## src/eeprom_pkg.sv

```systemverilog
package eeprom_pkg;

    // byte address of the 2 KB part, 8 blocks of 256
    localparam int ADDR_W = 11;

    localparam int SCL_DIV_W = 8;

    localparam logic [3:0] DEV_CODE_RESET = 4'b1010;

    // one SCL quarter lasts divider+1 clocks
    localparam logic [SCL_DIV_W-1:0] SCL_DIV_RESET = 8'd4;

    localparam logic CFG_SEL_DIV = 1'b0;
    localparam logic CFG_SEL_DEV = 1'b1;

    typedef struct packed {
        logic              write;
        logic [ADDR_W-1:0] addr;
        logic [7:0]        wdata;
    } eeprom_req_t;

    typedef struct packed {
        logic [7:0] rdata;
        logic       nack;   // slave did not answer
    } eeprom_rsp_t;

    typedef enum logic [1:0] {
        BIT_START = 2'd0,
        BIT_STOP  = 2'd1,
        BIT_WRITE = 2'd2,
        BIT_READ  = 2'd3
    } bit_op_e;

    typedef struct packed {
        bit_op_e op;
        logic    wbit;
    } bit_cmd_t;

    typedef struct packed {
        logic [SCL_DIV_W-1:0] scl_div;
        logic [3:0]           dev_code;
    } eeprom_cfg_t;

    // control byte sent after every start
    typedef union packed {
        logic [7:0] raw;
        struct packed {
            logic [3:0] dev_code;
            logic [2:0] block;  // address bits 10..8
            logic       rw;     // 1 for read
        } fields;
    } ctrl_byte_u;

endpackage

```

## src/eeprom_byte_sequencer.sv

```systemverilog
`timescale 1ns/10ps

module eeprom_byte_sequencer
(
    input  logic                       CLK,
    input  logic                       RESET,
    input  logic                       req_wr,
    input  logic                       req_rd,
    input  eeprom_pkg::eeprom_req_t    req,
    input  logic [3:0]                 dev_code,
    output logic                       busy,
    output logic                       done,
    output eeprom_pkg::eeprom_rsp_t    rsp,
    output logic                       bit_go,
    output eeprom_pkg::bit_cmd_t       bit_cmd,
    input  logic                       bit_done,
    input  logic                       bit_rx
);

    typedef enum logic [3:0] {
        ST_IDLE, ST_START, ST_CTRL_WR, ST_ADDR, ST_DATA_WR,
        ST_RESTART, ST_CTRL_RD, ST_DATA_RD, ST_STOP, ST_DONE
    } state_e;

    state_e                          state;
    logic [3:0]                      bit_cnt;   // 0..7 data, 8 ack
    logic [7:0]                      shreg;
    logic                            rd_q;
    logic                            nack_q;
    logic [eeprom_pkg::ADDR_W-1:0]   addr_q;
    logic [7:0]                      wdata_q;
    eeprom_pkg::ctrl_byte_u          ctrl;

    always_ff @(posedge CLK)
    begin
        bit_go <= 1'b0;
        done   <= 1'b0;
        if (RESET)
        begin
            state   <= ST_IDLE;
            busy    <= 1'b0;
            bit_cnt <= '0;
            rd_q    <= 1'b0;
            nack_q  <= 1'b0;
            rsp     <= '0;
        end
        else
        begin
            case (state)
                ST_IDLE:
                    if (req_wr || req_rd)
                    begin
                        rd_q                <= ~req_wr;
                        addr_q              <= req.addr;
                        wdata_q             <= req.wdata;
                        ctrl.fields.dev_code <= dev_code;
                        ctrl.fields.block   <= req.addr[eeprom_pkg::ADDR_W-1:8];
                        ctrl.fields.rw      <= 1'b0;
                        nack_q              <= 1'b0;
                        busy                <= 1'b1;
                        bit_go              <= 1'b1;
                        bit_cmd             <= '{op: eeprom_pkg::BIT_START, wbit: 1'b1};
                        state               <= ST_START;
                    end
                ST_START, ST_RESTART:
                    if (bit_done)
                    begin
                        shreg   <= ctrl.raw;
                        bit_cnt <= '0;
                        bit_go  <= 1'b1;
                        bit_cmd <= '{op: eeprom_pkg::BIT_WRITE, wbit: ctrl.raw[7]};
                        state   <= (state == ST_START) ? ST_CTRL_WR : ST_CTRL_RD;
                    end
                ST_CTRL_WR, ST_ADDR, ST_DATA_WR, ST_CTRL_RD:
                    if (bit_done)
                    begin
                        bit_cnt <= bit_cnt + 4'd1;
                        bit_go  <= 1'b1;
                        if (bit_cnt < 4'd7)
                        begin
                            shreg   <= shreg << 1;
                            bit_cmd <= '{op: eeprom_pkg::BIT_WRITE, wbit: shreg[6]};
                        end
                        else if (bit_cnt == 4'd7)
                            bit_cmd <= '{op: eeprom_pkg::BIT_READ, wbit: 1'b1};  // slave ack
                        else if (bit_rx)
                        begin
                            nack_q  <= 1'b1;   // abort
                            bit_cmd <= '{op: eeprom_pkg::BIT_STOP, wbit: 1'b1};
                            state   <= ST_STOP;
                        end
                        else
                        begin
                            bit_cnt <= '0;
                            case (state)
                                ST_CTRL_WR:
                                begin
                                    shreg   <= addr_q[7:0];
                                    bit_cmd <= '{op: eeprom_pkg::BIT_WRITE, wbit: addr_q[7]};
                                    state   <= ST_ADDR;
                                end
                                ST_ADDR:
                                    if (rd_q)
                                    begin
                                        ctrl.fields.rw <= 1'b1;
                                        bit_cmd <= '{op: eeprom_pkg::BIT_START, wbit: 1'b1};
                                        state   <= ST_RESTART;
                                    end
                                    else
                                    begin
                                        shreg   <= wdata_q;
                                        bit_cmd <= '{op: eeprom_pkg::BIT_WRITE, wbit: wdata_q[7]};
                                        state   <= ST_DATA_WR;
                                    end
                                ST_DATA_WR:
                                begin
                                    bit_cmd <= '{op: eeprom_pkg::BIT_STOP, wbit: 1'b1};
                                    state   <= ST_STOP;
                                end
                                default:
                                begin
                                    bit_cmd <= '{op: eeprom_pkg::BIT_READ, wbit: 1'b1};
                                    state   <= ST_DATA_RD;
                                end
                            endcase
                        end
                    end
                ST_DATA_RD:
                    if (bit_done)
                    begin
                        bit_cnt <= bit_cnt + 4'd1;
                        bit_go  <= 1'b1;
                        if (bit_cnt < 4'd8)
                            shreg <= {shreg[6:0], bit_rx};   // msb first
                        if (bit_cnt < 4'd7)
                            bit_cmd <= '{op: eeprom_pkg::BIT_READ, wbit: 1'b1};
                        else if (bit_cnt == 4'd7)
                            bit_cmd <= '{op: eeprom_pkg::BIT_WRITE, wbit: 1'b1};  // master nack
                        else
                        begin
                            bit_cmd <= '{op: eeprom_pkg::BIT_STOP, wbit: 1'b1};
                            state   <= ST_STOP;
                        end
                    end
                ST_STOP:
                    if (bit_done)
                        state <= ST_DONE;
                ST_DONE:
                begin
                    done       <= 1'b1;
                    busy       <= 1'b0;
                    rsp.rdata  <= (rd_q && !nack_q) ? shreg : 8'h00;
                    rsp.nack   <= nack_q;
                    state      <= ST_IDLE;
                end
                default:
                    state <= ST_IDLE;
            endcase
        end
    end

    a_done_pulse: assert property (
        @(posedge CLK) disable iff (RESET)
        done |=> !done
    );

    a_go_busy: assert property (
        @(posedge CLK) disable iff (RESET)
        bit_go |-> busy
    );

endmodule

```

## src/eeprom_cfg_regs.sv

```systemverilog
`timescale 1ns/10ps

module eeprom_cfg_regs
(
    input  logic                     CLK,
    input  logic                     RESET,
    input  logic                     cfg_wr,
    input  logic                     cfg_sel,
    input  logic [7:0]               cfg_wdata,
    output eeprom_pkg::eeprom_cfg_t  cfg
);

    logic [eeprom_pkg::SCL_DIV_W-1:0] scl_div;
    logic [3:0]                       dev_code;

    always_ff @(posedge CLK)
    begin
        if (RESET)
        begin
            scl_div  <= eeprom_pkg::SCL_DIV_RESET;
            dev_code <= eeprom_pkg::DEV_CODE_RESET;
        end
        else if (cfg_wr)
        begin
            case (cfg_sel)
                eeprom_pkg::CFG_SEL_DIV:
                begin
                    // zero would give a one clock quarter
                    if (cfg_wdata == 8'd0)
                        scl_div <= 8'd1;
                    else
                        scl_div <= cfg_wdata;
                end
                eeprom_pkg::CFG_SEL_DEV:
                begin
                    dev_code <= cfg_wdata[3:0];   // upper nibble ignored
                end
                default:
                begin
                    scl_div <= scl_div;
                end
            endcase
        end
    end

    assign cfg.scl_div  = scl_div;
    assign cfg.dev_code = dev_code;

    // bit engine relies on a quarter of at least two clocks
    a_div_nonzero: assert property (
        @(posedge CLK) disable iff (RESET)
        cfg.scl_div != '0
    );

endmodule

```

## src/eeprom_ctrl_top.sv

```systemverilog
`timescale 1ns/10ps

module eeprom_ctrl_top
(
    input  logic                       CLK,
    input  logic                       RESET,
    input  logic                       req_wr,
    input  logic                       req_rd,
    input  eeprom_pkg::eeprom_req_t    req,
    input  logic                       cfg_wr,
    input  logic                       cfg_sel,
    input  logic [7:0]                 cfg_wdata,
    output logic                       busy,
    output logic                       done,
    output eeprom_pkg::eeprom_rsp_t    rsp,
    output logic                       scl,
    output logic                       sda_pull_low,
    input  logic                       sda_in
);

    eeprom_pkg::eeprom_cfg_t  cfg;
    eeprom_pkg::bit_cmd_t     bit_cmd;
    logic                     bit_go;
    logic                     bit_done;
    logic                     bit_rx;

    eeprom_cfg_regs cfg_regs_inst (
        .CLK       (CLK),
        .RESET     (RESET),
        .cfg_wr    (cfg_wr),
        .cfg_sel   (cfg_sel),
        .cfg_wdata (cfg_wdata),
        .cfg       (cfg)
    );

    eeprom_byte_sequencer sequencer_inst (
        .CLK      (CLK),
        .RESET    (RESET),
        .req_wr   (req_wr),
        .req_rd   (req_rd),
        .req      (req),
        .dev_code (cfg.dev_code),
        .busy     (busy),
        .done     (done),
        .rsp      (rsp),
        .bit_go   (bit_go),
        .bit_cmd  (bit_cmd),
        .bit_done (bit_done),
        .bit_rx   (bit_rx)
    );

    i2c_bit_engine bit_engine_inst (
        .CLK          (CLK),
        .RESET        (RESET),
        .scl_div      (cfg.scl_div),
        .bit_go       (bit_go),
        .bit_cmd      (bit_cmd),
        .bit_done     (bit_done),
        .bit_rx       (bit_rx),
        .scl          (scl),
        .sda_pull_low (sda_pull_low),
        .sda_in       (sda_in)
    );

endmodule

```

## src/i2c_bit_engine.sv

```systemverilog
`timescale 1ns/10ps

module i2c_bit_engine
(
    input  logic                              CLK,
    input  logic                              RESET,
    input  logic [eeprom_pkg::SCL_DIV_W-1:0]  scl_div,
    input  logic                              bit_go,
    input  eeprom_pkg::bit_cmd_t              bit_cmd,
    output logic                              bit_done,
    output logic                              bit_rx,
    output logic                              scl,
    output logic                              sda_pull_low,
    input  logic                              sda_in
);

    logic                              running;
    logic [1:0]                        phase;     // quarter 1..4 as 0..3
    logic [eeprom_pkg::SCL_DIV_W-1:0]  qcnt;
    logic [eeprom_pkg::SCL_DIV_W-1:0]  div_q;     // divider of the running command
    eeprom_pkg::bit_cmd_t              cmd_q;
    logic                              q_end;
    logic                              last_cycle;

    // scl level for a quarter
    function automatic logic scl_level(eeprom_pkg::bit_op_e op, logic [1:0] ph);
        if (op == eeprom_pkg::BIT_START)
            scl_level = (ph == 2'd1) || (ph == 2'd2);
        else
            scl_level = ph[1];
    endfunction

    // sda drive for a quarter, 1 pulls the line low
    function automatic logic sda_level(eeprom_pkg::bit_cmd_t cmd, logic [1:0] ph);
        case (cmd.op)
            eeprom_pkg::BIT_START: sda_level = ph[1];          // falls after quarter 2
            eeprom_pkg::BIT_STOP:  sda_level = (ph != 2'd3);   // released in quarter 4
            eeprom_pkg::BIT_WRITE: sda_level = ~cmd.wbit;
            default:               sda_level = 1'b0;
        endcase
    endfunction

    assign q_end      = (qcnt == div_q);
    assign last_cycle = running && (phase == 2'd3) && q_end;

    // one cycle early so the next bit_go lands on the last cycle of quarter 4
    assign bit_done = running && (phase == 2'd3) && (qcnt == div_q - 8'd1);

    always_ff @(posedge CLK)
    begin
        if (RESET)
        begin
            running      <= 1'b0;
            phase        <= 2'd0;
            qcnt         <= '0;
            scl          <= 1'b1;
            sda_pull_low <= 1'b0;
        end
        else if (bit_go)
        begin
            running <= 1'b1;
            phase   <= 2'd0;
            qcnt    <= '0;
            scl     <= scl_level(bit_cmd.op, 2'd0);
        end
        else if (running)
        begin
            if (q_end)
            begin
                qcnt <= '0;
                if (phase == 2'd3)
                begin
                    running <= 1'b0;   // lines hold their last state
                end
                else
                begin
                    phase        <= phase + 2'd1;
                    scl          <= scl_level(cmd_q.op, phase + 2'd1);
                    sda_pull_low <= sda_level(cmd_q, phase + 2'd1);
                end
            end
            else
            begin
                qcnt <= qcnt + 8'd1;
                // sda moves one clock after scl has gone low
                if (phase == 2'd0 && qcnt == '0)
                    sda_pull_low <= sda_level(cmd_q, 2'd0);
            end
        end
    end

    always_ff @(posedge CLK)
    begin
        if (bit_go)
        begin
            cmd_q <= bit_cmd;
            div_q <= scl_div;   // new divider only at a command boundary
        end
        if (running && phase == 2'd2 && q_end)
            bit_rx <= sda_in;   // mid-high sample
    end

    a_single_cmd: assert property (
        @(posedge CLK) disable iff (RESET)
        bit_go |-> (!running || last_cycle)
    );

    // data bits keep sda stable while scl is high
    a_sda_scl_low: assert property (
        @(posedge CLK) disable iff (RESET)
        (running && (cmd_q.op == eeprom_pkg::BIT_WRITE || cmd_q.op == eeprom_pkg::BIT_READ)
            && $changed(sda_pull_low)) |-> !scl
    );

endmodule

```

## config.mk

```make
export PLATFORM = sky130hd
export DESIGN_NAME = eeprom_ctrl_top
export DESIGN_NICKNAME = d
export VERILOG_FILES = /design/src/eeprom_pkg.sv /design/src/eeprom_byte_sequencer.sv /design/src/eeprom_cfg_regs.sv /design/src/eeprom_ctrl_top.sv /design/src/i2c_bit_engine.sv
export SDC_FILE = /design/constraint.sdc
export NUM_CORES = 1
export LEC_CHECK = 0
export ABC_CLOCK_PERIOD_IN_PS = 3450
export BUFFER_PORTS_ARGS = -buffer_cell sky130_fd_sc_hd__buf_4
export CORE_MARGIN = 2
export CORE_UTILIZATION = 47
export CTS_BUF_LIST = sky130_fd_sc_hd__clkbuf_2 sky130_fd_sc_hd__clkbuf_4 sky130_fd_sc_hd__clkbuf_8
export DETAILED_ROUTE_END_ITERATION = 16
export GPL_TIMING_DRIVEN = 0
export PLACE_DENSITY = 0.69
export SKIP_CTS_REPAIR_TIMING = 1
export SYNTH_ARGS = -nofsm -noshare
export SYNTH_HDL_FRONTEND = slang
export SYNTH_SLANG_ARGS = --single-unit
```

## constraint.sdc

```tcl
create_clock -name CLK -period 3.45 [get_ports CLK]
set_clock_uncertainty 0.1 [all_clocks]
set_input_delay 0.8625 -clock CLK [delete_from_list [all_inputs] [get_ports CLK]]
set_output_delay 0.8625 -clock CLK [all_outputs]
set_load 0.005 [all_outputs]
```

# Yosys cells after proc, flatten, opt, wreduce, memory -nomap -nowiden

Index checks and enable logic that the tools add are counted.

Register bits: 94
Input port bits: 35
Output and inout bits: 13
Logic and storage cells: 197

Add/sub/neg operators: 4
$lt $le $gt $ge: 2
Equal/unequal tests: 39
Multiplexer cells: 80
Bitwise logic cells: 6
Reduce and logical (&&, ||, !) cells: 39

Operators by type and width:

| cell                                                 | number |
|---|---|
| 2-to-1 mux 8 bit                                     | 11 |
| 2-to-1 mux 4 bit                                     | 16 |
| 2-to-1 mux 3 bit                                     | 11 |
| 2-to-1 mux 1 bit                                     | 29 |
| != test 2 bit (second input constant)                | 12 |
| one-hot mux 4 bit (3 select lines)                   | 2 |
| one-hot mux 8 bit (3 select lines)                   | 1 |
| equality test 4 x 3 -> 1 bit (second input constant) | 5 |
| one-hot mux 4 bit (5 select lines)                   | 1 |
| AND reduction 9 bit                                  | 2 |
| equality test 8 bit                                  | 2 |
| zero test 8 bit                                      | 2 |
| one-hot mux 8 bit (2 select lines)                   | 1 |
| one-hot mux 3 bit (4 select lines)                   | 1 |
| AND reduction 6 bit                                  | 2 |
| != test 2 x 1 -> 1 bit (second input constant)       | 5 |
| one-hot mux 1 bit (2 select lines)                   | 5 |
| AND reduction 10 bit                                 | 1 |
| nonzero test 2 bit                                   | 5 |
| one-hot mux 3 bit (3 select lines)                   | 1 |
| AND reduction 3 bit                                  | 3 |
| adder 8 x 1 -> 8 bit (second input constant)         | 1 |
| equality test 2 bit (second input constant)          | 4 |
| equality test 4 x 2 -> 1 bit (second input constant) | 2 |
| other kinds (26)                                     | 45 |

# Longest topological paths before layout

Gate-level depths: netlist (run 1).

Word-level depth: 8
Mapped depth: 8
Gate-level depth less buffers: 8

# Modules after synthesis

From an unflattened synthesis (run 1), not the netlist that was laid out.

Cells, all modules: 412
Area, all modules: 4526.8 µm²

By module, submodules not included:

| module                | times used | cells an instance | area each (µm²) | sequential area each (µm²) |
|---|---|---|---|---|
| eeprom_byte_sequencer | 1          | 225               | 2626.3          | 1491.4 |
| i2c_bit_engine        | 1          | 133               | 1410.1          | 620.6 |
| eeprom_cfg_regs       | 1          | 54                | 490.5           | 240.2 |

# Least setup slack after synthesis (run 1)

OpenSTA, ideal clock, no wires.

Path type: input to register
Start: in RESET
End: reg sequencer_inst.addr_q[0] in the netlist's numbering, enable pin
Setup time: 432 ps
Arrival: 2753 ps
Required time: 2918 ps
Setup slack: 165 ps
Stages on the path: 3
Path buffers: 2
Cell sequence: buf_6 buf_6 nor3_1

Longest elaborated chain between the ends: 2

RTL lines:

| element                              | RTL line                    | RTL |
|---|---|---|
| from (decl)                          | eeprom_ctrl_top.sv:6        | `input logic RESET,` |
| inverter 1 bit (no source line)      | -                           |  |
| AND reduction 3 bit (no source line) | -                           |  |
| to (signal assigned)                 | eeprom_byte_sequencer.sv:54 | `addr_q <= req.addr;` |
| to (decl)                            | eeprom_byte_sequencer.sv:30 | `logic [eeprom_pkg::ADDR_W-1:0] addr_q;` |

Every way passes these cells.
A chain may end at the register's enable or synchronous reset.

# Worst setup path in the final report (run 1)

Start: reg bit_engine_inst.div_q[0] in the netlist's numbering
End: reg, netlist name sequencer_inst.bit_cmd[0]

Longest elaborated chain between the ends: 5
Elaborated cells between the ends (all ways): 7
Classes of those cells: add/sub (1); eq/ne (4); reduce/logical (2)

RTL lines:

| element                                  | RTL line             | RTL |
|---|---|---|
| from (decl)                              | i2c_bit_engine.sv:20 | `logic [eeprom_pkg::SCL_DIV_W-1:0] div_q;` |
| from (signal assigned)                   | i2c_bit_engine.sv:97 | `div_q <= scl_div;` |
| subtractor 8 x 1 -> 8 bit (*)            | i2c_bit_engine.sv:47 | `assign bit_done = running && (phase == 2'd3) && (qcnt == div_q - 8'd1);` |
| equality test 8 bit (*)                  | i2c_bit_engine.sv:47 |  |
| logical AND 1 bit (*)                    | i2c_bit_engine.sv:47 |  |
| != test 2 bit (no source line)           | -                    |  |
| AND reduction 6 bit (no source line) (*) | -                    |  |

Mark *: on every way between the ends. The rest lies on a longest branch, timed or not.

==> flow_summary.ini, run 1 <==
[global_routing]
grt_max_degree = 18
grt-ovfl-total = 0
grtUsageTotal_pct = 19.24
grt_pass1_wl_um = 15190
grt_pass1_vias = 3119
antenna_found_initial = 0

[yosys]
async_flop_share_pct = 0
synth_edf_count = 47
synth_top_area_cell = edfxtp_1
synthAdderAreaFrac_pct = 3.410
ys.flop_type = edfxtp_1
ys_seq_elements = 94
synthMuxAreaShare_pct = 2.074
yosysMostFrequentCell = nand2_1
syn_inst = 420
ys_types = 61
syn_nets = 467
synth_compound_area_share_pct = 15.37
seq_area_frac_synth_pct = 53.42
synth_xor_area_share_pct = 4.177
synth_top_family_by_area = simple AND/OR/NAND/NOR gates
yosys.area_share.simple_pct = 17.31
synth_top_area_share_pct = 32.05
synth_common_cells = nand2_1 (53), dfxtp_1 (47), edfxtp_1 (47)
synth_area_leaders = edfxtp_1 (32%), dfxtp_1 (21%), nand2_1 (4.5%), ha_1 (3.4%), a21oi_1 (3.3%)
ys.warnings.count = 0
avgSynthCellArea_sq_um = 10.48
synthesis.area_sq_um = 4403

[route]
first_pass_iters = 5
wl_per_cell_um = 15.09
drc = 0
drtIter0Drc = 143
avgViaCountPerCell = 5.591
drtAntennaViolNets = 0
postRouteWirelength_um = 8966
vias = 3321

[pwr]
combPwrFrac_pct = 29.3
pwr-share-seq_pct = 47.2
p_int_mw = 2.130
ir_drop_mv = 0.3485
leakage_nw = 1.886
p_per_area_nw_per_um2 = 633.1
clkPwrFrac_pct = 23.5
p_sw_share_pct = 34.22
power.switching_mw = 1.108

[sta]
finalHoldViolCount = 0
fin_crit_sh_pct = 92.17
max_freq_mhz = 314.5
drv_slew = 0
rsz0062_at_grt = no
min_period_ns = 3.180
setup_ws_ns = 0.2702
worst_slew_pin_slew_ns = 1.244
hold_ws_ns = 0.3133
setup_viol = 0
slew_headroom_pct = 16.30

[placement]
port_buffers = 46
hpwl_um = 6501
place_ws_ns = -0.04631
place.gp.congestion = 0.9258
placed_area_sq_um = 4903

[critical_path]
criticalPathCategory = reg2reg
setup.worst_path.start_class = register
path_cells = inv_1 > ha_1 > or3b_2 > nor4_1 > o211ai_1 > nor3_1 > nor2_1 > a2111oi_2
crit_arrival_ns = 3.09
required_ns = 3.36
cpPeakStageDelay_ns = 0.54
crit_slowest_cell = a2111oi_2
critPathMaxFanout = 4
critPathCaptureType = register
crit_family = simple AND/OR/NAND/NOR gates
path_buf_inv = 1

[floorplan]
num_rows = 35
core-area_sq_um = 9153
fp.dieW_um = 100.8
ioPinCount = 48
start_util_pct = 48.11
dieArea_sq_um = 10160
die_h_um = 100.8

[flow_run]
max_cap_violations = 0

[layout]
antenna_cells = 0
layout-drive-gt1-share_pct = 17.18
fin_area_sq_um = 5115
final_nets = 525
synthToLayoutAreaGrowth_pct = 16.17

[clock_network]
cts_tree = done
clkSinkCount = 94
cts_buffers = 9
clkTransAtPathRegs_ns = 0.10
htreeDepth = 3
cts_root_buf = clkbuf_8
clockBufferDepth = 2
clk_latency_ns = 0.37

[worst_hold_path]
hp-class = reg2reg

[run_status]
status = finished, final reports clean
==> flip-flops by register name (all words and copies together), names as in the netlist, 2 cells and up <==
| signal | flops |
|---|---|
| sequencer_inst.ctrl | 8 |
| bit_engine_inst.phase | 2 |
| cfg_regs_inst.dev_code | 4 |
| sequencer_inst.shreg | 8 |
| bit_engine_inst.div_q | 8 |
| bit_engine_inst.qcnt | 8 |
| sequencer_inst.addr_q | 8 |
| bit_engine_inst.cmd_q | 3 |
| sequencer_inst.bit_cnt | 4 |
| sequencer_inst.wdata_q | 8 |
| sequencer_inst.bit_cmd | 3 |
| sequencer_inst.state | 4 |
| sequencer_inst.rsp | 9 |
| cfg_regs_inst.scl_div | 8 |
==> routing by layer <==
metal | global-route usage, % | vias to the layer above | routed length (um)
met2 | 29.74 | 90 | 4071
met3 | 5.132 | 11 | 430
met4 | 6.217 | 0 | 142
met1 | 26.39 | 1574 | 4321
met5 | 0 | - | 0
li1 | - | 1646 | -
==> layout by cell type (no fill, tap or decap), types with 3 or more instances in the layout <==
| master | n |
|---|---|
| dfxtp_1 | 47 |
| and3_1 | 6 |
| nand4_1 | 6 |
| ha_1 | 12 |
| nor4_1 | 5 |
| nor3b_1 | 3 |
| clkbuf_1 | 8 |
| buf_1 | 3 |
| a31oi_1 | 8 |
| nor2b_1 | 6 |
| buf_6 | 7 |
| nor2_1 | 28 |
| clkbuf_8 | 9 |
| xnor2_1 | 12 |
| xor2_1 | 9 |
| nand3_1 | 12 |
| nor3_1 | 8 |
| nand2_1 | 53 |
| mux2i_1 | 8 |
| o21ai_0 | 16 |
| edfxtp_1 | 47 |
| a211oi_1 | 4 |
| inv_1 | 16 |
| buf_4 | 46 |
| nand2b_1 | 6 |
| a221o_1 | 6 |
| a21oi_1 | 29 |
| a22o_1 | 8 |
==> kinds of logic after synthesis <==
group,Yosys count
xor+xnor,21
flops,94
compound gates,97
fa+ha+maj,12
mux,9
buf+inv,36
simple gates,151
==> layout make-up <==
type | instances | area [sq um]
Tap cell | 111 | 138.9
Inverter | 17 | 63.81
Clock inverter | 7 | 81.33
Sequential cell | 94 | 2352
Multi-Input combinational cell | 290 | 1876
Fill cell | 797 | 4038
Timing Repair Buffer | 47 | 356.6
Buffer | 19 | 122.6
Clock buffer | 9 | 123.9
==> power by group through the flow <==
stage	sequential (mW)	clock (mW)	combinational [mW]
after floorplan	1.52	0	0.690
after global placement	1.55	0	0.895
after detailed placement	1.56	0	0.920
after CTS	1.53	0.781	0.931
after global routing	1.55	0.836	1.06
final	1.53	0.761	0.950
==> metrics by stage <==
| step | power, mW | cells | setup TNS (ns) | util, % |
|---|---|---|---|---|
| 2_1_floorplan | 2.212 | 420 | 0 | - |
| 3_3_place_gp | 2.449 | 577 | -12.42 | 53.40 |
| 3_5_place_dp | 2.476 | 578 | -0.1388 | 53.57 |
| 4_1_cts | 3.242 | 594 | -0.2268 | 55.82 |
| 5_1_grt | 3.454 | 594 | 0 | 55.89 |
| 6_report | 3.238 | 594 | 0 | 55.89 |
==> final timing paths <==
path / from / endpoint / slack [ns] / depth (start not counted)
max: bit_engine_inst.div_q[0] / sequencer_inst.bit_cmd[0] / 0.27 / 8
min: sequencer_inst.bit_cmd[1] / bit_engine_inst.cmd_q[1] / 0.31 / 0
max reg2reg: bit_engine_inst.div_q[0] / sequencer_inst.bit_cmd[0] / 0.27 / 8
min reg2reg: sequencer_inst.bit_cmd[1] / bit_engine_inst.cmd_q[1] / 0.31 / 0
No activity file was read; power rests on OpenSTA's default activity.
==> run 2, diff against run 1 <==
- CAP_MARGIN: not set -> 20
- CORE_ASPECT_RATIO: not set -> 0.5
- CORE_MARGIN: 2 -> not set
==> run 2 against run 1 <==
Clock power shrank 4.9%. Die area shrank 3.7%. Sequential cell count is the same. Global-route usage grew 0.31 points. Cell count grew 1.2%. Sequential share of layout area shrank 0.067 points. First-iteration DRC count grew 72%. Combinational power grew 0.7%. Total power shrank 0.90%. Via count grew 0.33%. Critical path type unchanged. Largest cell class unchanged. Largest power group unchanged. Highest routed layer unchanged.
==> flow_summary.ini, run 2 (synthesized netlist as in run 1, its figures left out) <==
[layout]
synthToLayoutAreaGrowth_pct = 16.34
largest_reg_flops = 9
utilization_pct = 57.63
layout-drive-gt1-share_pct = 17.36
antenna_cells = 0
regMostFlops = sequencer_inst.rsp
fillers = 763
layout_common_cells = nand2_1 (53), edfxtp_1 (47), dfxtp_1 (47), buf_4 (46), a21oi_1 (29)
final_common_cell = nand2_1
final_nets = 526

[placement]
port_buffers = 46
hpwl_um = 6453
place.gp.congestion = 0.8685
place_ws_ns = -0.02968

[critical_path]
timing.rr.end = sequencer_inst.bit_cmd[2]
cpPeakStageDelay_ns = 0.53
setup.worst_path.start_class = register
criticalPathCategory = reg2reg
r2r_start = bit_engine_inst.div_q[0]
crit_slowest_cell = a2111oi_2
r2r_slack_ns = 0.31
worst-r2r-cell-count = 8
required_ns = 3.38
critPathCaptureType = register
path_cells = inv_1 > ha_1 > or3b_2 > nor4_1 > o211ai_1 > nor3_2 > nor2_1 > a2111oi_2
crit_arrival_ns = 3.07
critPathMaxFanout = 4

[route]
drtIter0Drc = 246
met3_length_um = 456
vias = 3332
postRouteWirelength_um = 9015
drc = 0
highest_layer = met4
wl_per_cell_um = 15.00
first_pass_iters = 5
drtAntennaViolNets = 0
wl_met1_um = 4377
wl_met2_um = 4073
avgViaCountPerCell = 5.544

[clock_network]
clkSinkCount = 94
htreeDepth = 3
cts_root_buf = clkbuf_8
cts_tree = done
cts_buffers = 9
clk_latency_ns = 0.37
clkTransAtPathRegs_ns = 0.09
clockBufferDepth = 2

[sta]
max_freq_mhz = 318.7
drv_slew = 0
finalHoldViolCount = 0
fin_crit_sh_pct = 90.96
rsz0062_at_grt = no
setup_ws_ns = 0.3118
min_period_ns = 3.138
worst_slew_pin_slew_ns = 1.020
slew_headroom_pct = 31.49
setup_viol = 0

[floorplan]
die_h_um = 70.44
fp.dieW_um = 138.9
core-area_sq_um = 8889
num_rows = 24
dieArea_sq_um = 9783
start_util_pct = 49.54
ioPinCount = 48

[run_status]
status = finished, final reports clean

[worst_hold_path]
hp-class = reg2reg
hp-start = sequencer_inst.bit_cmd[0]
hold_end = bit_engine_inst.cmd_q[0]
whs_path_depth = 0

[pwr]
p_total_mw = 3.209
ir_drop_mv = 0.2735
p_per_area_nw_per_um2 = 626.5
leakage_nw = 1.886

[global_routing]
grt_pass1_wl_um = 14720
grt-ovfl-total = 0
antenna_found_initial = 0
grtUsageTotal_pct = 19.55
grt_pass1_vias = 3058
grt_max_degree = 17

[flow_run]
max_cap_violations = 0
-- run 2: final cells by class --
| class | instances | area, sq um | area share, % |
|---|---|---|---|
| plain buffers | 19 | 122.6 | 2.394 |
| clock buffers | 9 | 123.9 | 2.418 |
| clock inverters | 7 | 71.32 | 1.392 |
| inverters | 17 | 63.81 | 1.246 |
| multi-input cells | 290 | 1881 | 36.71 |
| flip-flops and latches | 94 | 2352 | 45.92 |
| well taps | 117 | 146.4 | 2.858 |
| repair buffers | 48 | 361.6 | 7.059 |
-- run 2: power breakdown --
group	leakage, nW	internal [mW]	switching (mW)	total (mW)
logic	0.971	0.378	0.579	0.957
clock network	0.0953	0.336	0.387	0.724
registers	0.819	1.40	0.123	1.53
-- run 2: how the worst max path moves through the flow --
stage	startpoint	endpoint	slack, ns	depth (start not counted)
after floorplan	RESET	sequencer_inst.addr_q[0]	0.16	3
after global placement	RESET	sequencer_inst.wdata_q[2]	-0.75	4
after detailed placement	bit_engine_inst.div_q[0]	sequencer_inst.bit_cmd[2]	-0.03	8
after CTS	bit_engine_inst.div_q[0]	sequencer_inst.bit_cmd[2]	-0.05	8
after global routing	bit_engine_inst.div_q[0]	sequencer_inst.bit_cmd[2]	0.03	8
final	bit_engine_inst.div_q[0]	sequencer_inst.bit_cmd[2]	0.31	8
-- run 2: layer usage --
layer  track usage [%]  vias to the layer above
li1                  -                     1656
met1             25.80                     1555
met2             31.54                      108
met3             4.870                       13
met4             6.667                        0
met5                 0                        -
-- run 2: metrics by stage --
stage	hold WS, ns	TNS [ns]	cell area (sq um)	cells
global route	0.3359	0	5122	601
global placement	0.3014	-17.54	4895	583
detailed placement	0.3054	-0.08899	4916	585
finish	0.3350	0	5122	601
floorplan	0.3003	0	4403	420
CTS	0.3330	-0.1532	5111	601
-- run 2: critical path, delay by kind of cell (launching register included) --
kind / cells / cell delay [ns]
AO/OA/AOI/OAI: 2 / 0.82
adder cells (fa/ha/maj): 1 / 0.20
buffers and inverters: 1 / 0.08
flip-flops: 1 / 0.45
AND/OR/NAND/NOR: 4 / 1.16
